--- config.mk ---
export PLATFORM = sky130hd
export DESIGN_NAME = instr_decoder
export DESIGN_NICKNAME = d
export VERILOG_FILES = /design/src/source/cpu_pkg.sv /design/src/source/instr_decoder.sv
export VERILOG_INCLUDE_DIRS = /design/src /design/src/include
export SDC_FILE = /design/constraint.sdc
export NUM_CORES = 1
export LEC_CHECK = 0
export BUFFER_PORTS_ARGS = -buffer_cell sky130_fd_sc_hd__buf_2
export CORE_AREA = 2 2 77 79
export DETAILED_ROUTE_END_ITERATION = 8
export DIE_AREA = 0 0 79 81
export PLACE_DENSITY = 0.67
export SLEW_MARGIN = 20
export SYNTH_ARGS = -nofsm -noshare
export SYNTH_HDL_FRONTEND = slang
export SYNTH_SLANG_ARGS = --single-unit
--- constraint.sdc ---
create_clock -name vclk -period 2.4
set_clock_uncertainty 0.1 [all_clocks]
set_input_delay 0.12 -clock vclk [all_inputs]
set_output_delay 0.12 -clock vclk [all_outputs]
set_load 0.005 [all_outputs]
--- src/include/cpu_consts.svh ---
// widths, reset values and fixed encodings of the core, included by the package and the RTL
`ifndef CPU_CONSTS_SVH
`define CPU_CONSTS_SVH

// data path and address width
`define XLEN 64

// instruction word width
`define ILEN 32

// register index width and register count
`define REG_ADDR_W 5
`define REG_COUNT 32

// program counter right after reset
`define RESET_PC 64'h0000_0000_0000_0000

// addi x0, x0, 0
`define NOP_INSTR 32'h0000_0013

// sequential pc increment, one 32-bit instruction
`define PC_STEP 64'd4

`endif

--- src/source/cpu_pkg.sv ---
// shared types of the core: the major opcodes and the packets passed between stages
`include "cpu_consts.svh"

package cpu_pkg;

    // major opcodes, bits [6:0] of the instruction
    typedef enum logic [6:0] {
        OPC_LUI    = 7'b0110111,
        OPC_AUIPC  = 7'b0010111,
        OPC_OP_IMM = 7'b0010011, // addi and friends
        OPC_OP     = 7'b0110011, // register-register alu
        OPC_LOAD   = 7'b0000011,
        OPC_STORE  = 7'b0100011,
        OPC_BRANCH = 7'b1100011,
        OPC_JAL    = 7'b1101111
    } opcode_e;

    // instruction register as seen by the execute stage
    typedef struct packed {
        logic [`ILEN-1:0] instr; // raw instruction word
        logic [`XLEN-1:0] pc;    // address it was fetched from
        logic             valid; // low in the slot after a taken redirect
    } fetch_pkt_t;

    // decoder output
    typedef struct packed {
        opcode_e                opcode;
        logic [`REG_ADDR_W-1:0] rd;
        logic [`REG_ADDR_W-1:0] rs1;
        logic [`REG_ADDR_W-1:0] rs2;
        logic [2:0]             funct3;
        logic                   sub_bit; // funct7[5], selects sub over add
        logic [`XLEN-1:0]       imm;     // sign extended, chosen per format
        logic                   known;   // opcode is one of opcode_e
    } decoded_t;

    // data memory request, read data comes back in the same cycle
    typedef struct packed {
        logic [`XLEN-1:0] addr;
        logic [`XLEN-1:0] wdata;
        logic             we;    // write on the next rising edge
    } mem_req_t;

    // control transfer from execute back to fetch
    typedef struct packed {
        logic             taken;
        logic [`XLEN-1:0] target;
    } redirect_t;

endpackage

--- src/source/instr_decoder.sv ---
// combinational decoder: splits the instruction register into fields and one sign-extended immediate
`timescale 1ns/100ps
`include "cpu_consts.svh"

module instr_decoder (
    input  cpu_pkg::fetch_pkt_t     fetch_pkt,
    output cpu_pkg::decoded_t       decoded,
    output logic [`REG_ADDR_W-1:0]  rs1_addr, // straight to the register file
    output logic [`REG_ADDR_W-1:0]  rs2_addr
);

    import cpu_pkg::*;

    logic [`ILEN-1:0] ir;
    logic [6:0]       op_bits;
    logic [`XLEN-1:0] imm_i; // addi, ld
    logic [`XLEN-1:0] imm_s; // sd
    logic [`XLEN-1:0] imm_b; // beq, bne
    logic [`XLEN-1:0] imm_u; // lui, auipc
    logic [`XLEN-1:0] imm_j; // jal
    logic             known;

    assign ir      = fetch_pkt.instr;
    assign op_bits = ir[6:0];

    // immediates, all sign extended from ir[31]
    assign imm_i = {{(`XLEN-12){ir[31]}}, ir[31:20]};
    assign imm_s = {{(`XLEN-12){ir[31]}}, ir[31:25], ir[11:7]};
    assign imm_b = {{(`XLEN-13){ir[31]}}, ir[31], ir[7], ir[30:25], ir[11:8], 1'b0};
    assign imm_u = {{(`XLEN-32){ir[31]}}, ir[31:12], 12'b0};
    assign imm_j = {{(`XLEN-21){ir[31]}}, ir[31], ir[19:12], ir[20], ir[30:21], 1'b0};

    // anything outside the enum executes as a no-op downstream
    always_comb begin
        case (op_bits)
            OPC_LUI,
            OPC_AUIPC,
            OPC_OP_IMM,
            OPC_OP,
            OPC_LOAD,
            OPC_STORE,
            OPC_BRANCH,
            OPC_JAL: known = 1'b1;
            default: known = 1'b0;
        endcase
    end

    always_comb begin
        decoded.opcode  = opcode_e'(op_bits);
        decoded.rd      = ir[11:7];
        decoded.rs1     = ir[19:15];
        decoded.rs2     = ir[24:20];
        decoded.funct3  = ir[14:12];
        decoded.sub_bit = ir[30]; // funct7 = 0100000 for sub
        decoded.known   = known;

        // immediate format follows the opcode
        case (op_bits)
            OPC_OP_IMM,
            OPC_LOAD:   decoded.imm = imm_i;
            OPC_STORE:  decoded.imm = imm_s;
            OPC_BRANCH: decoded.imm = imm_b;
            OPC_LUI,
            OPC_AUIPC:  decoded.imm = imm_u;
            OPC_JAL:    decoded.imm = imm_j;
            default:    decoded.imm = '0; // r-type and unknown
        endcase
    end

    assign rs1_addr = ir[19:15];
    assign rs2_addr = ir[24:20];

endmodule

# ---- After elaboration in Yosys (flattened, before gate mapping)
# Index checks and enable logic that the tools add are counted.
dict set report word_totals {
  ff_bits 0
  input_bits 97
  out_inout_bits 101
}
dict set report classes {
  n_eq_ne 8
  n_mux 2
  reduce_logical 3
}
# operator n
set op_table {}
lappend op_table {{$pmux 64 s5} 1}
lappend op_table {{$eq 7x6->1 const B} 3}
lappend op_table {{$eq 7x5->1 const B} 2}
lappend op_table {{$eq 7x7->1 const B} 2}
lappend op_table {{$reduce_or 8->1} 1}
lappend op_table {{$eq 7x2->1 const B} 1}
lappend op_table {{$reduce_or 2->1} 2}
lappend op_table {{$mux 1} 1}

# ---- Logic depth before layout (Yosys ltp)
# Gate-level depths: netlist of the first run.
dict set report depth {
  ltp_word 3
  mapped_depth 6
  depth_no_buf 3
}

# ---- Least setup slack after synthesis of the first run
# Ideal clock, no wire load.
dict set report synth_path {
  path_kind {input -> output}
  start {in fetch_pkt[68] (netlist bit)}
  end {out decoded[33] (netlist bit)}
  t_arrival_ps 1639
  required_ps 2180
  setup_slack_ps 541
  stages 5
  cell_sequence {and4bb_2 and3_1 clkbuf_1 a21o_1 buf_4}
}
# item line_no
set synth_lines {}
lappend synth_lines {{start: declaration} instr_decoder.sv:6} ;# input cpu_pkg::fetch_pkt_t fetch_pkt,
lappend synth_lines {{end: declaration} instr_decoder.sv:7} ;# output cpu_pkg::decoded_t decoded,

==> results of run 1 <==
-- placed cells by master, fill, tap and decap left out --
cell,netlist,layout
buf_2,4,133
a32o_1,11,11
a21o_1,9,9
a22o_1,6,6
and2_1,6,6
buf_4,69,3
inv_1,2,2
nor2_1,2,2
and3_1,2,2
nand3_1,2,2
or2b_1,1,1
a2bb2oi_1,1,1
nand4bb_1,1,1
nor3_1,1,1
and4b_4,1,1
and4bb_2,1,1
mux2i_1,1,1
a22o_4,1,1
nor3b_2,0,1
o21a_1,1,1
nand2b_1,1,1
o21ai_0,1,1
a21oi_1,1,1
or2_1,1,1
-- through the flow --
step | utilization | setup slack, ns | hold WS, ns | instances | power (mW)
floorplan | - | 0.541 | 0.176 | 130 | 0.100
global placement | 0.214 | 0.660 | 0.322 | 265 | 0.136
detailed placement | 0.214 | 0.664 | 0.322 | 265 | 0.138
CTS | 0.214 | 0.659 | 0.322 | 265 | 0.139
global route | 0.214 | 0.548 | 0.330 | 265 | 0.152
finish | 0.214 | 0.688 | 0.321 | 265 | 0.137
-- worst max-delay path: cells and delay by family --
kind / cells / cell delay [ns]
compound gates: 2 / 0.50
buf+inv: 3 / 0.50
simple gates: 1 / 0.36
-- how the worst min path moves through the flow --
stage | from | endpoint | depth (start not counted) | slack, ns
after CTS | fetch_pkt[79] | decoded[68] | 2 | 0.32
after global placement | fetch_pkt[77] | decoded[66] | 2 | 0.32
after detailed placement | fetch_pkt[79] | decoded[68] | 2 | 0.32
after floorplan | fetch_pkt[71] | decoded[1] | 1 | 0.18
after global routing | fetch_pkt[74] | decoded[81] | 2 | 0.33
final | fetch_pkt[79] | decoded[68] | 2 | 0.32
-- kinds of logic (layout without fill, tap and decap cells) --
kind of cell	Yosys count	after routing	share of synthesized area
mux	1	1	0.0102
buf+inv	78	138	0.572
simple gates	20	20	0.140
compound gates	31	31	0.278
-- report_power, final --
| part | switching (mW) | internal (mW) |
|---|---|---|
| combinational | 0.0685 | 0.0685 |
| sequential | 0 | 0 |
| clock | 0 | 0 |
| total | 0.0685 | 0.0685 |
-- layer usage --
layer  vias up  GRT usage  share of wire
li1        511          -              -
met1       485     0.0954           0.40
met2        80      0.144           0.47
met3         0     0.0222           0.14
met4         0          0              0
met5         -          0              0
-- final cells by class --
class,instances,share of cell area
Inverter,2,0.00617
Timing Repair Buffer,136,0.566
Multi-Input combinational cell,52,0.351
Tap cell,75,0.0772
==> key figures, run 1 <==
Placement
  • Routability cong.: 0.655
  • Post-DP HPWL: 2620 µm
  • # port buffers: 133
  • Placement Cell Area: 1220 µm²

Worst setup path
  • CP max stage cell: and4b_4
  • Critical Path AT: about 1.5 ns
  • Worst Setup SP: fetch_pkt[69]
  • Data required time of the worst path: approximately 2.2 ns
  • CP most frequent cell: buf_2
  • Crit-path max FO: 33
  • CP endpoint kind: output pin
  • Startpoint types: input port
  • CP peak stage delay: 0.36 ns
  • WS Path Type: in -> out
  • Critical path capture point: decoded[33]
  • Sequence of cells on the critical path: buf_2, and4b_4, o21a_1, a21o_1, buf_4, buf_2

Floorplan
  • Die Wd: 79 µm
  • Die area: 6400 µm²
  • Core area: roughly 5700 µm²
  • Die Height: 81 µm
  • IO Pins: a little under 200
  • Row cnt: 28
  • Starting Density: 0.174

Flow run
  • Max Cap Viol: 0

Global routing
  • First-pass GRT wire length: 3990 µm
  • Vias in the first global route: 741
  • Grt ovf: 0
  • Largest net degree at the start of global routing: 34
  • Initial antenna violation count: 0
  • GRT Util Overall: 0.0779

Timing
  • Final Slew Violations: 0
  • Final setup violation count: 0
  • Final hold viol count: 0
  • RSZ-0062 raised after global routing: no
  • Setup TNS: 0 ns
  • Period utilisation layout: 0.713
  • Fin crit period: 1.71 ns
  • Achievable Freq: 584 MHz
  • Slew HR: 0.780
  • Worst-margin pin slew: about 0.33 ns

Finish
  • Layout overhead on the synthesized area: 23.4%
  • FILL cells: 670
  • Fraction of layout instances using a drive strength above 1: 0.737
  • Final instance area: 1220 µm²
  • Clock buffer count: 0
  • Footprint of the multi-input gates: 427 µm²
  • Register cell area after layout: 0 µm²
  • Nets: 289
  • Sequential cell count: 0
  • Ant diodes: 0

Route
  • Total wire length: between 3000 and 4000 µm
  • Initial DRC Count: 20
  • Routed length per placed instance: 12.1 µm
  • ANT nets after route: 0
  • First-pass detailed-route iteration total: 4
  • Residual DRC: 0
  • Vias: 1076
  • Vias per cell: 4.06

Yosys
  • Syn_area_per_cell: 7.58 µm²
  • Top-area cell type share of the netlist area: 0.525
  • Most frequent cell after synthesis: buf_4
  • Register area share after synthesis: 0
  • Synthesized instance count: 130
  • Area of the mapped netlist: 986 µm²
  • Distinct cell type count of the synthesized netlist: 26
  • Ys Warns: 0
  • Top post-synthesis cells by area: buf_4 (53%), a32o_1 (11%), a21o_1 (6.9%), a22o_1 (5.3%), and2_1 (3.8%)
  • Syn nets: 227
  • Leading area contributor after synthesis: buf_4
  • Commonest cells in the netlist: buf_4 (69), a32o_1 (11), a21o_1 (9)

Clock network
  • CTS Hold Bufs: 0
  • # Post-CTS Setup Buffers: 0
  • Post_cts resized: 0

Power and ir drop
  • Leak Pwr: 0.878 nW
  • Power Dens Cells: 113 nW/µm²
  • Max VDD drop: 0.0367 mV

Outcome
  • Outcome: finished clean

Min path
  • Type of the tightest min-delay check: in -> out
No activity file was read; power rests on OpenSTA's default activity.
==> run 2, diff against run 1 <==
- clock period: 2.4 -> 1.61 ns (I/O delays scaled with it)
==> run 2 against run 1 <==
Die area unchanged. Wire length hardly changed. Largest power group unchanged. Critical path depth is the same. Design area is 3.0% higher. Final cell count grew 1.1%. Clock-buffer cell count is the same. Flip-flop and latch count unchanged. Non-clock buffer count up 3. Global-route usage is 0.28 points higher. Sequential share of layout area is the same. Utilization grew 0.64 points.
==> key figures, run 2 (synthesis results as in run 1) <==
Worst setup path
  • Crit-path max FO: 17 (was 33)
  • Data required time of the worst path: 1.43 ns (was 2.18 ns)
  • Critical Path AT: 1.27 ns (was 1.49 ns)
  • CP most frequent cell: buf_2 (unchanged)
  • CP max stage cell: a22o_4 (was and4b_4)
  • WS Path Type: in -> out (unchanged)
  • CP peak stage delay: 0.33 ns (was 0.36 ns)
  • Sequence of cells on the critical path: buf_2, and3_1, buf_4, a22o_4, a32o_1, buf_2 (was buf_2, and4b_4, o21a_1, a21o_1, buf_4, buf_2)
  • Startpoint types: input port (unchanged)
  • CP endpoint kind: output pin (unchanged)

Clock network
  • Post_cts resized: 0 (unchanged)
  • CTS Hold Bufs: 0 (unchanged)
  • # Post-CTS Setup Buffers: 0 (unchanged)

Route
  • Initial DRC Count: 22 (was 20)
  • First-pass detailed-route iteration total: 4 (unchanged)
  • Total wire length: 3220 µm (about the same)
  • Routed length per placed instance: 12.0 µm (was 12.1 µm)
  • Vias per cell: 4.09 (was 4.06)
  • Residual DRC: 0 (unchanged)
  • ANT nets after route: 0 (unchanged)
  • Vias: 1097 (was 1076)

Power and ir drop
  • Internal Power: 0.106 mW (was 0.0685 mW)
  • Power Dens Cells: 167 nW/µm² (was 113 nW/µm²)
  • Max VDD drop: 0.0548 mV (was 0.0367 mV)
  • Comb pwr share: 1.000 (about the same)
  • Leak Pwr: 0.894 nW (was 0.878 nW)
  • Clock share of power: 0 (about the same)
  • Part of the power in registers: 0 (about the same)
  • Sw Ratio: 0.493 (was 0.500)
  • Switch Pwr: 0.103 mW (was 0.0685 mW)

Finish
  • Fraction of layout instances using a drive strength above 1: 0.746 (was 0.737)
  • Clock buffer count: 0 (unchanged)
  • FILL cells: 663 (was 670)
  • Ant diodes: 0 (unchanged)
  • Nets: 292 (was 289)
  • Most frequent cells in the layout: buf_2 (133), a32o_1 (11), a21o_1 (8), a22o_1 (6), and2_1 (6) (was buf_2 (133), a32o_1 (11), a21o_1 (9), a22o_1 (6), and2_1 (6))
  • Sequential cell count: 0 (unchanged)
  • Layout overhead on the synthesized area: 27.0% (was 23.4%)
  • Fin cells: 268 (was 265)
  • Register cell area after layout: 0 µm² (unchanged)
  • Commonest non-fill, non-tap cell in the layout: buf_2 (unchanged)
  • Final Core Density: 0.221 (was 0.214)

Timing
  • Slew HR: 0.805 (was 0.780)
  • Period utilisation layout: 0.901
  • Final hold slack: 0.244 ns (was 0.321 ns)
  • Worst-margin pin slew: 0.292 ns (was 0.330 ns)
  • Final hold viol count: 0 (unchanged)
  • Achievable Freq: 690 MHz
  • Final setup violation count: 0 (unchanged)
  • Fin crit period: 1.45 ns
  • RSZ-0062 raised after global routing: no (unchanged)
  • PnR worst setup slack: 0.160 ns (was 0.688 ns)
  • Final Slew Violations: 0 (unchanged)
  • Setup TNS: 0 ns (unchanged)

Floorplan
  • Die Wd: 79 µm (unchanged)
  • Die Height: 81 µm (unchanged)
  • Die area: 6400 µm² (unchanged)
  • Core area: 5680 µm² (unchanged)
  • Starting Density: 0.174 (unchanged)
  • Row cnt: 28 (unchanged)
  • IO Pins: 198 (unchanged)

Global routing
  • Initial antenna violation count: 0 (unchanged)
  • Largest net degree at the start of global routing: 34 (unchanged)
  • Vias in the first global route: 820 (was 741)
  • Grt ovf: 0 (unchanged)
  • First-pass GRT wire length: 4200 µm (was 3990 µm)
  • GRT Util Overall: 0.0807 (was 0.0779)

Placement
  • Pre-CTS WS: 0.144 ns (was 0.664 ns)
  • # port buffers: 133 (unchanged)
  • Routability cong.: 0.695 (was 0.655)
  • # placed instances: 268 (was 265)
  • Post-DP HPWL: 2680 µm (was 2620 µm)

Min path
  • Type of the tightest min-delay check: in -> out (unchanged)
  • Min-Delay Path Depth: 2 (unchanged)

Flow run
  • Max Cap Viol: 0 (unchanged)

Outcome
  • Outcome: finished clean (unchanged)
## run 2: changes by cell type in the layout (fill, tap and decap cells not counted)
cell / change
buf_4: +2
a21o_2: +1
buf_12: +1
a21o_1: -1
## run 2: final cells by class
cell class / instances / area, µm² / share of cell area
Timing Repair Buffer: 139 / 723 / 0.577
Multi-Input combinational cell: 52 / 428 / 0.342
Tap cell: 75 / 93.8 / 0.0749
Inverter: 2 / 7.51 / 0.00599
## run 2: path summary, 6_finish.rpt
kind | start | end
worst max-delay path | fetch_pkt[67] | decoded[26]
worst min-delay path | fetch_pkt[78] | decoded[67]
## run 2: power by group through the flow
stage | Clock (mW) | Combinational, mW | Sequential [mW]
6_report | 0 | 0.209 | 0
5_1_grt | 0 | 0.232 | 0
4_1_cts | 0 | 0.212 | 0
3_5_place_dp | 0 | 0.211 | 0
3_3_place_gp | 0 | 0.206 | 0
2_1_floorplan | 0 | 0.149 | 0
## run 2: routing by layer
metal | wire, µm | vias up | share of wire | GRT usage
met4 | 0 | 0 | 0 | 0
met2 | 1510 | 89 | 0.47 | 0.157
met3 | 439 | 0 | 0.14 | 0.0211
met5 | 0 | - | 0 | 0
li1 | - | 517 | - | -
met1 | 1260 | 491 | 0.39 | 0.0940
## run 2: worst max-delay path: cells and delay by family
kind            cells  cell delay (ns)
simple gates        1             0.18
compound gates      2             0.56
buf+inv             3             0.44
## run 2: metrics by stage
step / cell area, µm² / total power [mW]
floorplan: 987 / 0.149
global placement: 1250 / 0.206
detailed placement: 1250 / 0.211
CTS: 1250 / 0.212
global route: 1250 / 0.232
finish: 1250 / 0.209
