[config.mk]
export PLATFORM = sky130hd
export DESIGN_NAME = fetch_stage
export DESIGN_NICKNAME = d
export VERILOG_FILES = /design/src/source/cpu_pkg.sv /design/src/source/fetch_stage.sv
export VERILOG_INCLUDE_DIRS = /design/src /design/src/include
export SDC_FILE = /design/constraint.sdc
export NUM_CORES = 1
export LEC_CHECK = 0
export BUFFER_PORTS_ARGS = -buffer_cell sky130_fd_sc_hd__buf_2
export CAP_MARGIN = 30
export CORE_ASPECT_RATIO = 1.5
export CORE_MARGIN = 1.5
export CORE_UTILIZATION = 37
export CTS_CLUSTER_DIAMETER = 200
export DETAILED_ROUTE_END_ITERATION = 8
export GPL_ROUTABILITY_DRIVEN = 0
export HOLD_SLACK_MARGIN = 0.12
export PLACE_DENSITY = 0.68
export SYNTH_ARGS = -nofsm -noshare
export SYNTH_HDL_FRONTEND = slang
export SYNTH_SLANG_ARGS = --single-unit
[constraint.sdc]
create_clock -name clk_1hz -period 3.01 [get_ports clk_1hz]
set_clock_uncertainty 0.05 [all_clocks]
set_input_delay 0.301 -clock clk_1hz [delete_from_list [all_inputs] [get_ports clk_1hz]]
set_output_delay 0.301 -clock clk_1hz [all_outputs]
set_load 0.03 [all_outputs]
[src/include/cpu_consts.svh]
// widths, reset values and fixed encodings of the core, included by the package and the RTL
`ifndef CPU_CONSTS_SVH
`define CPU_CONSTS_SVH

// data path and address width
`define XLEN 64

// instruction word width
`define ILEN 32

// register index width and register count
`define REG_ADDR_W 5
`define REG_COUNT 32

// program counter right after reset
`define RESET_PC 64'h0000_0000_0000_0000

// addi x0, x0, 0
`define NOP_INSTR 32'h0000_0013

// sequential pc increment, one 32-bit instruction
`define PC_STEP 64'd4

`endif

[src/source/cpu_pkg.sv]
// shared types of the core: the major opcodes and the packets passed between stages
`include "cpu_consts.svh"

package cpu_pkg;

    // major opcodes, bits [6:0] of the instruction
    typedef enum logic [6:0] {
        OPC_LUI    = 7'b0110111,
        OPC_AUIPC  = 7'b0010111,
        OPC_OP_IMM = 7'b0010011, // addi and friends
        OPC_OP     = 7'b0110011, // register-register alu
        OPC_LOAD   = 7'b0000011,
        OPC_STORE  = 7'b0100011,
        OPC_BRANCH = 7'b1100011,
        OPC_JAL    = 7'b1101111
    } opcode_e;

    // instruction register as seen by the execute stage
    typedef struct packed {
        logic [`ILEN-1:0] instr; // raw instruction word
        logic [`XLEN-1:0] pc;    // address it was fetched from
        logic             valid; // low in the slot after a taken redirect
    } fetch_pkt_t;

    // decoder output
    typedef struct packed {
        opcode_e                opcode;
        logic [`REG_ADDR_W-1:0] rd;
        logic [`REG_ADDR_W-1:0] rs1;
        logic [`REG_ADDR_W-1:0] rs2;
        logic [2:0]             funct3;
        logic                   sub_bit; // funct7[5], selects sub over add
        logic [`XLEN-1:0]       imm;     // sign extended, chosen per format
        logic                   known;   // opcode is one of opcode_e
    } decoded_t;

    // data memory request, read data comes back in the same cycle
    typedef struct packed {
        logic [`XLEN-1:0] addr;
        logic [`XLEN-1:0] wdata;
        logic             we;    // write on the next rising edge
    } mem_req_t;

    // control transfer from execute back to fetch
    typedef struct packed {
        logic             taken;
        logic [`XLEN-1:0] target;
    } redirect_t;

endpackage

[src/source/fetch_stage.sv]
// fetch stage: pc register, instruction register and the one-slot bubble after a redirect
`timescale 1ns/100ps
`include "cpu_consts.svh"

module fetch_stage (
    input  logic                  clk_1hz,
    input  logic                  reset_n,
    input  cpu_pkg::redirect_t    redirect,   // from execute, combinational
    input  logic [`ILEN-1:0]      i_mem_data, // same-cycle answer for i_mem_addr
    output logic [`XLEN-1:0]      i_mem_addr,
    output cpu_pkg::fetch_pkt_t   fetch_pkt
);

    logic [`XLEN-1:0] pc;      // address presented to instruction memory
    logic [`XLEN-1:0] next_pc;
    logic             squash;  // word fetched now lands in a dead slot

    // redirect wins over the sequential step
    always_comb begin
        if (redirect.taken) begin
            next_pc = redirect.target;
        end else begin
            next_pc = pc + `PC_STEP;
        end
    end

    // the instruction fetched alongside a taken redirect is the wrong path
    assign squash = redirect.taken;

    assign i_mem_addr = pc; // plain combinational read, no request strobe

    always_ff @(posedge clk_1hz or negedge reset_n) begin
        if (!reset_n) begin
            pc <= `RESET_PC;
        end else begin
            pc <= next_pc;
        end
    end

    // instruction register plus its pc, valid drops for exactly one slot
    always_ff @(posedge clk_1hz or negedge reset_n) begin
        if (!reset_n) begin
            fetch_pkt.instr <= `NOP_INSTR; // execute sees a harmless addi first
            fetch_pkt.pc    <= `RESET_PC;
            fetch_pkt.valid <= 1'b1;
        end else begin
            fetch_pkt.instr <= i_mem_data;
            fetch_pkt.pc    <= pc;         // pc of the word just latched
            fetch_pkt.valid <= !squash;
        end
    end

endmodule

* Word level (Yosys, flattened, before mapping) *
Cells that the tools add are included.

word-level totals
  register bits after elaboration = 161
  input bits = 99
  output and inout port bits = 161
  word-level logic and storage cells = 7

cells by class
  add/subtract/negate cells = 1
  mux-type cells = 1
  reductions and logical operators = 1

operators by type and width
  operator               count
  $add 64x3->64 const B  1
  $mux 64                1
  $logic_not 1->1        1

* Longest topological paths before layout *
Gate-level depths: netlist of run 1.

  depth in word-level cells = 2
  mapped depth = 7

* Least setup slack after synthesis of run 1 *
OpenSTA, ideal clock, no wires.

  path kind = register to register
  start = reg pc[5], in the netlist i_mem_addr[5]
  end = reg pc[57], in the netlist i_mem_addr[57]
  setup time = 0.082 ns
  arrival = 2.634 ns
  data required time = 2.878 ns
  path slack = 0.245 ns
  cell stages (with the launch flop) = 8
  period minus slack after synthesis = 2.765 ns
  cells stage by stage = dfrtp_1 -> nand4_1 -> or4_1 -> buf_2 -> or4_1 -> buf_2 -> or4_1 -> a31oi_1

on the way
  word-level cells in the longest chain between the ends = 2

RTL lines
  what                            line               RTL
  start, declared                 fetch_stage.sv:14  logic [`XLEN-1:0] pc;
  start signal, assigned          fetch_stage.sv:34  pc <= `RESET_PC;
  start signal, assigned          fetch_stage.sv:36  pc <= next_pc;
  $add 64x3->64 (no source line)  n/a
  $mux 64                         fetch_stage.sv:20  if (redirect.taken) begin
  named net next_pc[57]           fetch_stage.sv:15  logic [`XLEN-1:0] next_pc;

The timed path passes the listed nets, and every way through them passes these cells.

* Final worst setup path of run 1 *
  start = reg pc[6], in the netlist i_mem_addr[6]
  end = reg pc[57], in the netlist i_mem_addr[57]

Same word-level chain as after synthesis.

==> impl.org, run 1 <==
** Outcome
- Outcome :: completed

** Logic synthesis
- In this run, synthesis inferred 0 flip-flops with an integrated enable.
- Share of the synthesized netlist area taken by xor and xnor gates :: 6.17%
- Of the synthesized area, sequential elements account for 66.1%.
- Combined area of all synthesized cells :: 6100 um^2
- Averaged over all synthesized cells, the footprint is 11.6 um^2.
- By area the synthesized netlist is led by sky130_fd_sc_hd__dfrtp_1 64%, sky130_fd_sc_hd__xnor2_1 5.2%, sky130_fd_sc_hd__o21ai_0 4.5%.
- In the synthesized netlist the dominant register cell turns out to be sky130_fd_sc_hd__dfrtp_1.
- Adder-cell share of the synthesized area :: 0.205%
- Cell taking the most area after synthesis :: sky130_fd_sc_hd__dfrtp_1
- In this run, synthesis produced a sequential element count of 161.
- Multiplexer share of the synthesized area :: 0.553%
- Yosys mapped the design onto 36 distinct sky130hd cell types.
- Most used standard cells in the synthesized netlist :: 157 x sky130_fd_sc_hd__dfrtp_1, 67 x sky130_fd_sc_hd__nand2_1, 55 x sky130_fd_sc_hd__o21ai_0
- Warning count from the yosys run :: 0
- When the netlist entered floorplanning its net count stood at 628.
- Dominant combinational cell family by area after synthesis :: simple AND/OR/NAND/NOR gates
- Among all cell types in the netlist, the one instantiated most often is sky130_fd_sc_hd__dfrtp_1.
- The share of synthesized area in the top cell type comes to 64.4%.
- After Yosys synthesis, and, or, nand and nor cells account for 17.5% of the synthesized area.
- Synthesis produced a netlist whose cell count is 528.
- Fraction of the mapped netlist area in compound gates :: 7.15%
- In the synthesized netlist the async set-or-reset flop fraction comes to 100%.

** Detailed routing
- Via count :: 5434
- The highest layer touched by signal routing is met4.
- Sum of met3 wire segment lengths after detailed routing :: 1030 um
- In this run, the number of DRC markers left after iteration 0 of detailed routing was 211.
- Once detail routing completed, the nets flagged for antenna violations numbered 0.
- The detailed router put a total of 6690 um of wire on met1.
- Routed wire length on met2 :: 9720 um
- The first detailed-routing pass ran for 5 iterations.
- After detailed routing, the average wire length per cell comes to 16.0 um.
- Wires add up to 17800 um.
- Post-route DRC :: 0
- Average via count per standard cell :: 4.90

** Worst setup path
- The worst setup path is captured at a flip-flop.
- Destination of the worst register-to-register timing path :: i_mem_addr[57]$_DFF_PN0_
- Among all stages on the critical path, the largest delay is contributed by sky130_fd_sc_hd__or4_1.
- Worst Setup Start Kind :: flip-flop
- The critical path contains buffers and inverters numbering 0 combined.
- Largest stage delay on the critical path :: 610 ps
- The critical path is of the flip-flop to flip-flop type.
- Launch instance of the worst register-to-register path :: i_mem_addr[6]$_DFF_PN0_
- Count of cells along the worst register-to-register path :: 5
- Setup slack on the worst flop-to-flop path :: 350 ps
- STA puts the critical path data required time at 3290 ps.
- The kind of cell with the highest combined delay along the critical path is simple AND/OR/NAND/NOR gates.
- Walking the worst path, the cells encountered are nand4_1, or4_1, or4_1, or4_1, a31oi_1.
- Data arrival time of the critical path :: 2940 ps
- Critical path peak fanout :: 7
- Dominant cell type by count on the critical path :: sky130_fd_sc_hd__or4_1

** Timing
- The total count of hold-check failures in the final report was 0.
- In this run the tightest slew margin relative to its limit is 42.3%.
- The smallest clock period supported by the final layout is computed as 2660 ps.
- At the pin with the least slew margin, the transition time is 865 ps.
- In the finished design, the share of the clock period the worst path needs comes to 88.5%.
- Setup violations remaining at the end of the flow were counted as 0.
- RSZ-0062 raised after global routing :: no
- Highest attainable clock frequency :: 375 MHz
- Setup tns final :: 0 ps
- Final-report max-slew violation count :: 0
- After layout, the worst setup slack is 346 ps.

** Power and ir drop
- In this run the power density over the cells is 612 nW/um^2.
- Leakage power summed over all cells :: 4.19 nW
- The internal portion of the total power is 3.87 mW.
- Share of power burned in registers :: 44.5%
- Clk pwr share :: 37.5%
- Part of the power in combinational logic :: 18.0%
- Of the total power, the share spent switching nets is 31.3%.
- VDD sags by at most 326 uV.
- Power Total :: 5.64 mW
- Net switching power :: 1.77 mW

** Placement
- DP Cell Count :: 982
- During placement, the flow inserted port buffers numbering 259.
- After legalization and detailed placement, the total HPWL measured 12200 um.
- Timing analysis after detailed placement gives a worst setup slack of 315 ps.

** Finish
- Synth-to-layout area growth :: 50.9%
- Ant. Diodes :: 0
- Post-route insts no fill :: 1110
- Of the cells placed in the final design, the portion with a size suffix greater than 1 is 34.8%.
- Fill count :: 1416
- Final nets :: 991
- Area of the multi-input gates :: 1930 um^2
- Across the whole layout, storage elements account for 4030 um^2.

** Hold path
- The path class of the tightest hold or removal check is input pin to flip-flop.
- The worst hold path was traced through 3 stages.
- For hold timing, the worst endpoint is i_mem_addr[53]$_DFF_PN0_.
- The startpoint identified for the worst hold timing path is redirect[53].

** Floorplanning
- Total die area :: 17300 um^2
- Total I/O pin count :: 260
- Row generation in the floorplan step produced 57 rows.
- Height of the chip :: 160 um
- Effective utilization at floorplan :: 37.7%
- Standard cell core area :: 16200 um^2
- Chip width :: 108 um

** Global route
- Number of antenna violations at the first check in global routing :: 0
- Vias in the first global route :: 5419
- Largest net degree at the start of global routing :: 95
- The total overflow left after global routing is 0.
- The first global-routing pass estimated 28200 um of wire.
- Total global-route track usage :: 21.3%

** Clocking
- Clock latency on the worst-skew pair :: 410 ps
- Once the clock tree was built, the resizer swapped 0 gates to a different size.
- In this run the clock root is driven by a sky130_fd_sc_hd__clkbuf_16.
- The longest clock path from root to sink contains 2 buffers.
- Count of H-tree levels built during CTS :: 4
- Clock net sink count :: 161
- Number of buffers inserted during clock tree synthesis :: 17
- TritonCTS built the clock tree.
- Clock-pin slew reported for the worst setup and hold paths after clock tree synthesis :: 70 ps

** Run
- Max-cap violations in this run came to 0.
## routing by layer
| layer | GRT usage (%) | up-vias |
|---|---|---|
| met5 | 0 | - |
| met4 | 6.64 | 0 |
| met3 | 5.11 | 27 |
| met2 | 39.6 | 180 |
| met1 | 23.4 | 2626 |
| li1 | - | 2601 |
## repair_timing
item / 4_1_cts / 5_1_grt
hold buffers: 96 / 0
endpoints found under the hold margin: 159 / 0
setup endpoints to repair: 0 / 0
buffers inserted: 0 / 0
## how the worst max path moves through the flow
stage	endpoint	cells after the start	startpoint
4_1_cts	i_mem_addr[57]$_DFF_PN0_	5	i_mem_addr[6]$_DFF_PN0_
3_3_place_gp	i_mem_addr[57]$_DFF_PN0_	5	i_mem_addr[6]$_DFF_PN0_
6_report	i_mem_addr[57]$_DFF_PN0_	5	i_mem_addr[6]$_DFF_PN0_
5_1_grt	i_mem_addr[57]$_DFF_PN0_	5	i_mem_addr[6]$_DFF_PN0_
2_1_floorplan	i_mem_addr[57]$_DFF_PN0_	7	i_mem_addr[5]$_DFF_PN0_
3_5_place_dp	i_mem_addr[57]$_DFF_PN0_	5	i_mem_addr[6]$_DFF_PN0_
## area by class of cell
type / count / share of cell area, %
tap: 206 / 2.80
timing repair buffer: 367 / 25.7
sequential: 161 / 43.8
clock buffer: 18 / 4.66
clock inverter: 14 / 1.68
multi-input combinational: 333 / 20.9
inverter: 11 / 0.448
## metrics by stage
step	util [%]	hold slack (ps)	area (um^2)
finish	56.9	138	9210
global route	56.9	143	9210
CTS	56.9	130	9210
detailed placement	47.3	292	7660
global placement	47.3	288	7660
floorplan	-	-44.6	6100
## cells by family after synthesis
family,Yosys count
flops,161
compound gates,79
buf+inv,34
fa+ha+maj,1
mux,3
xor+xnor,43
simple gates,207
## tightest hold or removal path: cells and delay by family
| family | cells | cell delay (ps) |
|---|---|---|
| compound gates | 1 | 120 |
| buf+inv | 1 | 80 |
| simple gates | 1 | 40 |
## registers in the layout, summed over array words and instances, names as in the netlist
register    count
i_mem_addr     64
fetch_pkt      97
## power by group through the flow
stage / clock network (mW) / registers [mW] / logic (mW)
2_1_floorplan: 0 / 2.91 / 0.168
3_3_place_gp: 0 / 2.54 / 0.918
3_5_place_dp: 0 / 2.55 / 0.920
4_1_cts: 2.16 / 2.51 / 1.02
5_1_grt: 2.26 / 2.53 / 1.09
6_report: 2.12 / 2.51 / 1.01
## placed cells by master, fill, tap and decap left out, types with 2 or more instances in the layout
cell type and instances:
sky130_fd_sc_hd__buf_2 258, sky130_fd_sc_hd__dfrtp_1 157, sky130_fd_sc_hd__dlygate4sd3_1 96, sky130_fd_sc_hd__nand2_1 67, sky130_fd_sc_hd__o21ai_0 55, sky130_fd_sc_hd__xnor2_1 36
sky130_fd_sc_hd__nand3_1 23, sky130_fd_sc_hd__nor2_1 22, sky130_fd_sc_hd__nor4_1 17, sky130_fd_sc_hd__clkbuf_16 17, sky130_fd_sc_hd__nand4_1 16, sky130_fd_sc_hd__a31oi_1 16
sky130_fd_sc_hd__or3_1 13, sky130_fd_sc_hd__nor3_1 13, sky130_fd_sc_hd__or4_1 12, sky130_fd_sc_hd__buf_4 11, sky130_fd_sc_hd__and3_1 10, sky130_fd_sc_hd__inv_1 10
sky130_fd_sc_hd__xor2_1 7, sky130_fd_sc_hd__o31ai_1 5, sky130_fd_sc_hd__and4_1 4, sky130_fd_sc_hd__clkinv_4 4, sky130_fd_sc_hd__dfstp_2 4, sky130_fd_sc_hd__mux2_2 3
sky130_fd_sc_hd__inv_6 3, sky130_fd_sc_hd__or2_2 2, sky130_fd_sc_hd__nor4b_1 2, sky130_fd_sc_hd__clkinvlp_4 2, sky130_fd_sc_hd__clkinv_8 2
(Power assumes the default switching activity.)
==> run 2: changes to the inputs <==
--- a/config.mk
+++ b/config.mk
@@ -6,6 +6,7 @@
 export SDC_FILE = /design/constraint.sdc
 export NUM_CORES = 1
 export LEC_CHECK = 0
+export ABC_CLOCK_PERIOD_IN_PS = 3010
 export BUFFER_PORTS_ARGS = -buffer_cell sky130_fd_sc_hd__buf_2
 export CAP_MARGIN = 30
 export CORE_ASPECT_RATIO = 1.5
@@ -15,6 +16,7 @@
 export DETAILED_ROUTE_END_ITERATION = 8
 export GPL_ROUTABILITY_DRIVEN = 0
 export HOLD_SLACK_MARGIN = 0.12
+export MAX_ROUTING_LAYER = met4
 export PLACE_DENSITY = 0.68
 export SYNTH_ARGS = -nofsm -noshare
 export SYNTH_HDL_FRONTEND = slang
==> impl.org, run 2 (same netlist as run 1, synthesis figures left out) <==
** Timing
- Number of setup violations in the final report :: 0
- Setup repair after global routing left no endpoint under its margin.
- For the final routed database, the setup TNS stands at 0 ps.
- Final clock period utilization by the worst path :: 88.6%
- Final Hold Viols :: 0
- Static timing analysis puts the maximum clock frequency at 375 MHz.
- Tightest slew margin relative to the limit :: 42.2%
- Post-layout minimum cycle time :: 2670 ps
- The number of slew-limit violations in the final report was 0.
- Pin slew with the least headroom to its limit :: 868 ps

** Detailed routing
- The detail route stage leaves a number of antenna-violating nets equal to 0.
- Detailed routing inserted a total of 5417 vias.
- Post-detailed-route wirelength per cell :: 16.0 um
- Post-route DRC :: 0
- Average via count per standard cell :: 4.88
- For this block, the initial DRC count from the detailed router was 255.
- The final layout contains routed wiring with a total length of 17800 um.
- 1st-pass router iterations :: 4

** Power and ir drop
- Clk pwr share :: 37.5%
- Net switching power :: 1.77 mW
- Share of power burned in registers :: 44.5%
- Part of the power in combinational logic :: 18.0%
- Cell internal power was estimated by the tool at 3.87 mW.
- Of the total power, the share spent switching nets is 31.3%.
- Leakage power summed over all cells :: 4.19 nW
- Dividing total power by cell area gives a power density of 612 nW/um^2.
- Worst voltage drop across the vdd grid :: 328 uV

** Global route
- Entering global routing, the biggest net connects 95 pins.
- Number of antenna violations at the first check in global routing :: 0
- For this run the aggregate overflow at the end of global routing stands at 0.
- The number of global-route vias before repair was 5435.
- First-pass GRT wire length :: 28200 um
- Total global-route track usage :: 21.9%

** Finish
- Post-route insts no fill :: 1110
- Ant. Diodes :: 0
- Register bank with the most flops :: fetch_pkt
- Fill count :: 1416
- The final layout contains 991 nets.
- Synth-to-layout area growth :: 50.9%
- The post-route netlist has 34.8% of its cells at a drive strength greater than 1.
- Max reg flops :: 97
- Leading cell types in the layout, fill and taps excluded :: 258 x sky130_fd_sc_hd__buf_2, 157 x sky130_fd_sc_hd__dfrtp_1, 96 x sky130_fd_sc_hd__dlygate4sd3_1
- Most common cell after layout, fill and taps aside :: sky130_fd_sc_hd__buf_2

** Run
- Max-cap violations in this run came to 0.

** Worst setup path
- For the worst setup path, the data arrival time is 2950 ps.
- Of all nets on the critical path, the largest fanout is 7.
- The worst setup path is launched from a flip-flop.
- STA classifies the critical path endpoint as a flip-flop.
- Critical path required time :: 3290 ps
- The setup path with the least slack is of type flip-flop to flip-flop.

** Placement
- The count of buffers added on input and output ports is 259.
- Placed wire-length estimate after detailed placement :: 12200 um
- Counting tap cells, the placed design contains a total of 982 instances.

** Floorplanning
- The initialized floorplan defines 57 standard-cell rows.
- For this design the top-level I/O count stands at 260.
- Once the floorplan was initialized, standard cells occupied 37.7% of the core.
- Standard cell core area :: 16200 um^2
- Chip width :: 108 um
- Height of the chip :: 160 um
- The die covers 17300 um^2.

** Clocking
- The tree is rooted in a sky130_fd_sc_hd__clkbuf_16.
- After clock tree synthesis, the clock-pin slew on the worst setup and hold paths is 70 ps.
- In this run, CTS created clock tree buffers numbering 17.
- Clock latency on the worst-skew pair :: 420 ps
- Clock net sink count :: 161
- Buffers added to address setup during post-CTS repair amount to 0.
- Count of H-tree levels built during CTS :: 4
- TritonCTS built the clock tree.
- The longest clock path from root to sink contains 2 buffers.

** Hold path
- Tightest Hold Check Type :: input pin to flip-flop

** Outcome
- Outcome :: completed
==> run 2: metal layers <==
metal  track usage [%]  part of all wire (%)  vias to the layer above  wire length [um]
met5                 -                     0                        -                 0
met3              4.71                   5.1                       25               900
met2              39.5                    55                      188              9800
met4              6.46                   1.8                        0               315
met1              23.9                    38                     2608              6780
li1                  -                     -                     2596                 -
==> run 2: path summary, 6_finish.rpt <==
| path | end | cells past startpoint | slack (ps) | from |
|---|---|---|---|---|
| worst max-delay path | i_mem_addr[57]$_DFF_PN0_ | 5 | 340 | i_mem_addr[6]$_DFF_PN0_ |
| worst min-delay path | i_mem_addr[53]$_DFF_PN0_ | 3 | 130 | redirect[53] |
| worst max register to register | i_mem_addr[57]$_DFF_PN0_ | 5 | 340 | i_mem_addr[6]$_DFF_PN0_ |
| worst min register to register | fetch_pkt[2]$_DFF_PN0_ | 0 | 350 | i_mem_addr[1]$_DFFE_PN0P_ |
| max in group asynchronous | fetch_pkt[28]$_DFF_PN0_ | 3 | 1740 | reset_n |
| min in group asynchronous | fetch_pkt[44]$_DFF_PN0_ | 2 | 390 | reset_n |
==> run 2: critical path, cell delays in order (launching register included) <==
cell and delay [ps]:
sky130_fd_sc_hd__dfrtp_1 450, sky130_fd_sc_hd__nand4_1 160, sky130_fd_sc_hd__or4_1 600, sky130_fd_sc_hd__or4_1 620, sky130_fd_sc_hd__or4_1 540, sky130_fd_sc_hd__a31oi_1 170
==> run 2: layout make-up <==
| type | count | area (um^2) | share of cell area [%] |
|---|---|---|---|
| sequential | 161 | 4030 | 43.8 |
| timing repair buffer | 367 | 2370 | 25.7 |
| multi-input combinational | 333 | 1930 | 20.9 |
| clock buffer | 18 | 429 | 4.66 |
| tap | 206 | 258 | 2.80 |
| clock inverter | 14 | 155 | 1.68 |
| inverter | 11 | 41.3 | 0.448 |
==> run 2: metrics by stage <==
step	hold slack [ps]	setup WS, ps	utilization, %	power, mW	instance area (um^2)
after CTS	130	308	56.9	5.69	9210
after global routing	140	190	56.9	5.88	9210
after floorplan	-44.6	245	-	3.07	6100
after global placement	288	365	47.3	3.46	7660
final	129	342	56.9	5.64	9210
after detailed placement	292	315	47.3	3.47	7660
==> run 2: what timing repair did <==
action                    CTS  global route
hold buffers               96             0
hold endpoints to repair  159             0
gates resized for setup     0             0
==> run 2: power by group through the flow <==
stage               clock network (mW)  registers, mW  logic [mW]
finish                            2.12           2.51        1.01
global route                      2.26           2.53        1.09
CTS                               2.16           2.51        1.02
detailed placement                   0           2.55       0.920
global placement                     0           2.54       0.918
floorplan                            0           2.91       0.168
==> run 3: changes to the inputs <==
--- a/config.mk
+++ b/config.mk
@@ -17,7 +17,6 @@
 export GPL_ROUTABILITY_DRIVEN = 0
 export HOLD_SLACK_MARGIN = 0.12
 export MAX_ROUTING_LAYER = met4
-export PLACE_DENSITY = 0.68
 export SYNTH_ARGS = -nofsm -noshare
 export SYNTH_HDL_FRONTEND = slang
 export SYNTH_SLANG_ARGS = --single-unit
==> impl.org, run 3 (same netlist as run 1, synthesis figures left out) <==
** Outcome
- The run finished with clean final reports.

** Detailed routing
- Antenna Violating Nets Remaining :: 0
- The routed design has 18100 um of wire.
- 1st-pass router iterations :: 4
- In the final routed layout, each cell accounts on average for 16.4 um.
- In the detailed route, the total length drawn on met3 is 1120 um.
- Routed wire length on met2 :: 9740 um
- Post-route DRC :: 0
- After detailed routing, the wire length on met1 is 6820 um.
- Highest routed layer :: met4
- Via count :: 5484
- Average via count per standard cell :: 4.95
- For this block, the initial DRC count from the detailed router was 220.

** Floorplanning
- The total area inside the core boundary comes to 16200 um^2.
- Total I/O pin count :: 260
- Num rows :: 57
- Effective utilization at floorplan :: 37.7%
- Total die area :: 17300 um^2
- From left edge to right edge, the die measures 108 um.
- Measured along the y axis, the die boundary spans 160 um.

** Global route
- Vias in the first global route :: 5653
- Number of antenna violations at the first check in global routing :: 0
- Global routing finished with a remaining overflow of 0.
- First-pass GRT wire length :: 28500 um
- Largest net degree at the start of global routing :: 81
- Total global-route track usage :: 22.2%

** Worst setup path
- STA classifies the critical path startpoint as a flip-flop.
- At the worst endpoint, the required time is 3300 ps.
- Across all register-to-register paths, the minimum setup slack is 240 ps.
- Data on the critical path arrives at its endpoint at 3050 ps.
- STA classifies the critical path endpoint as a flip-flop.
- Critical path class :: flip-flop to flip-flop
- Timing startpoint of the critical path :: i_mem_addr[6]$_DFF_PN0_
- Critical path peak fanout :: 7
- The worst register-to-register path begins at i_mem_addr[6]$_DFF_PN0_.

** Clocking
- Max Buffers Root-to-Sink :: 2
- In this run, CTS created clock tree buffers numbering 17.
- CTS tree :: yes
- Count of H-tree levels built during CTS :: 4
- Clock tree synthesis found a total of 161 sinks.
- For the worst-skew pair, the clock arrives at the later sink with an insertion delay of 420 ps.
- Post-CTS setup buffer count :: 0
- After clock tree synthesis, the clock-pin slew on the worst setup and hold paths is 60 ps.
- Buffer type at the clock tree root :: sky130_fd_sc_hd__clkbuf_16

** Timing
- Number of setup violations in the final report :: 0
- Post-layout minimum cycle time :: 2770 ps
- Final Hold Viols :: 0
- Setup repair after global routing left no endpoint under its margin.
- Final clock period utilization by the worst path :: 91.9%
- For this run, the top clock speed supported by timing is 361 MHz.
- Setup tns final :: 0 ps
- Final-report max-slew violation count :: 0
- The worst pin sits at a relative slew slack of 50.0%.
- Pin slew with the least headroom to its limit :: 750 ps

** Finish
- The library cells used most frequently in the layout, excluding fill and tap cells, are 258 x sky130_fd_sc_hd__buf_2, 157 x sky130_fd_sc_hd__dfrtp_1, 95 x sky130_fd_sc_hd__dlygate4sd3_1.
- The register with the most flip-flops in the layout has 97 of them.
- Ant. Diodes :: 0
- Of the cells placed in the final design, the portion with a size suffix greater than 1 is 34.5%.
- Synth-to-layout area growth :: 50.2%
- Register bank with the most flops :: fetch_pkt
- Measured on the finished design, the core utilization comes to 56.6%.
- Fill count :: 1397
- Final nets :: 989
- The library cell used most frequently in the layout, excluding fill and tap cells, is sky130_fd_sc_hd__buf_2.

** Power and ir drop
- Dividing total power by cell area gives a power density of 603 nW/um^2.
- For this design the static power due to leakage is 4.17 nW.
- Worst voltage drop across the vdd grid :: 382 uV
- The completed layout was analyzed and its total power is 5.53 mW.

** Run
- The tool flagged a number of max-cap violations equal to 0.

** Placement
- Placed wire-length estimate after detailed placement :: 12600 um
- In this run the tool buffered the top-level ports with 259 buffer cells.

** Hold path
- The worst hold path begins at redirect[59].
- In this run the worst hold path is classified as input pin to flip-flop.
-- run 3: cell types whose count changed in the layout (fill, tap and decap cells not counted), sizes merged --
cell,before,now
clkinv,8,4
buf,271,270
inv,14,11
dlygate4sd3,96,95
clkbuf,18,22
clkinvlp,2,4
-- run 3: per-stage QoR --
step	area [um^2]	cells	hold WS, ps	setup WS (ps)
finish	9170	1107	154	243
global route	9170	1107	161	121
CTS	9170	1107	128	264
detailed placement	7670	981	338	273
global placement	7670	981	325	335
floorplan	6100	528	-44.6	245
-- run 3: final timing paths --
path                                             to  cells after the start
hold reg to reg              fetch_pkt[1]$_DFF_PN0_                      0
hold / removal             i_mem_addr[59]$_DFF_PN0_                      3
setup reg to reg           i_mem_addr[57]$_DFF_PN0_                      5
setup / recovery           i_mem_addr[57]$_DFF_PN0_                      5
max in group asynchronous   fetch_pkt[88]$_DFF_PN0_                      3
min in group asynchronous   fetch_pkt[21]$_DFF_PN0_                      2
-- run 3: power breakdown --
| part | leakage, nW | switching, mW | internal [mW] |
|---|---|---|---|
| Clock | 0.258 | 0.828 | 1.17 |
| Sequential | 1.89 | 0.163 | 2.35 |
| Combinational | 2.01 | 0.664 | 0.352 |
| Total | 4.17 | 1.66 | 3.88 |
-- run 3: what timing repair did --
item                                   CTS  global route
resized for setup                        0             0
endpoints found under the hold margin  168             0
hold buffers                            95             0
-- run 3: area by class of cell --
type / instances / area (um^2) / share of cell area (%)
clock buffers: 22 / 464 / 5.06
clock inverters: 9 / 83.8 / 0.914
inverters: 11 / 41.3 / 0.450
multi-input cells: 333 / 1930 / 21.0
flip-flops and latches: 161 / 4030 / 44.0
well taps: 206 / 258 / 2.81
repair buffers: 365 / 2360 / 25.8
-- run 3: worst max-delay path: stages, from the launching register on --
cell and delay, ps:
sky130_fd_sc_hd__dfrtp_1 440, sky130_fd_sc_hd__nand4_1 220, sky130_fd_sc_hd__or4_1 640, sky130_fd_sc_hd__or4_1 620
sky130_fd_sc_hd__or4_1 530, sky130_fd_sc_hd__a31oi_1 180
-- run 3: layer usage --
layer | vias to the layer above | track usage, %
li1 | 2581 | -
met4 | 0 | 8.61
met5 | - | -
met3 | 29 | 5.97
met1 | 2654 | 23.8
met2 | 220 | 38.7
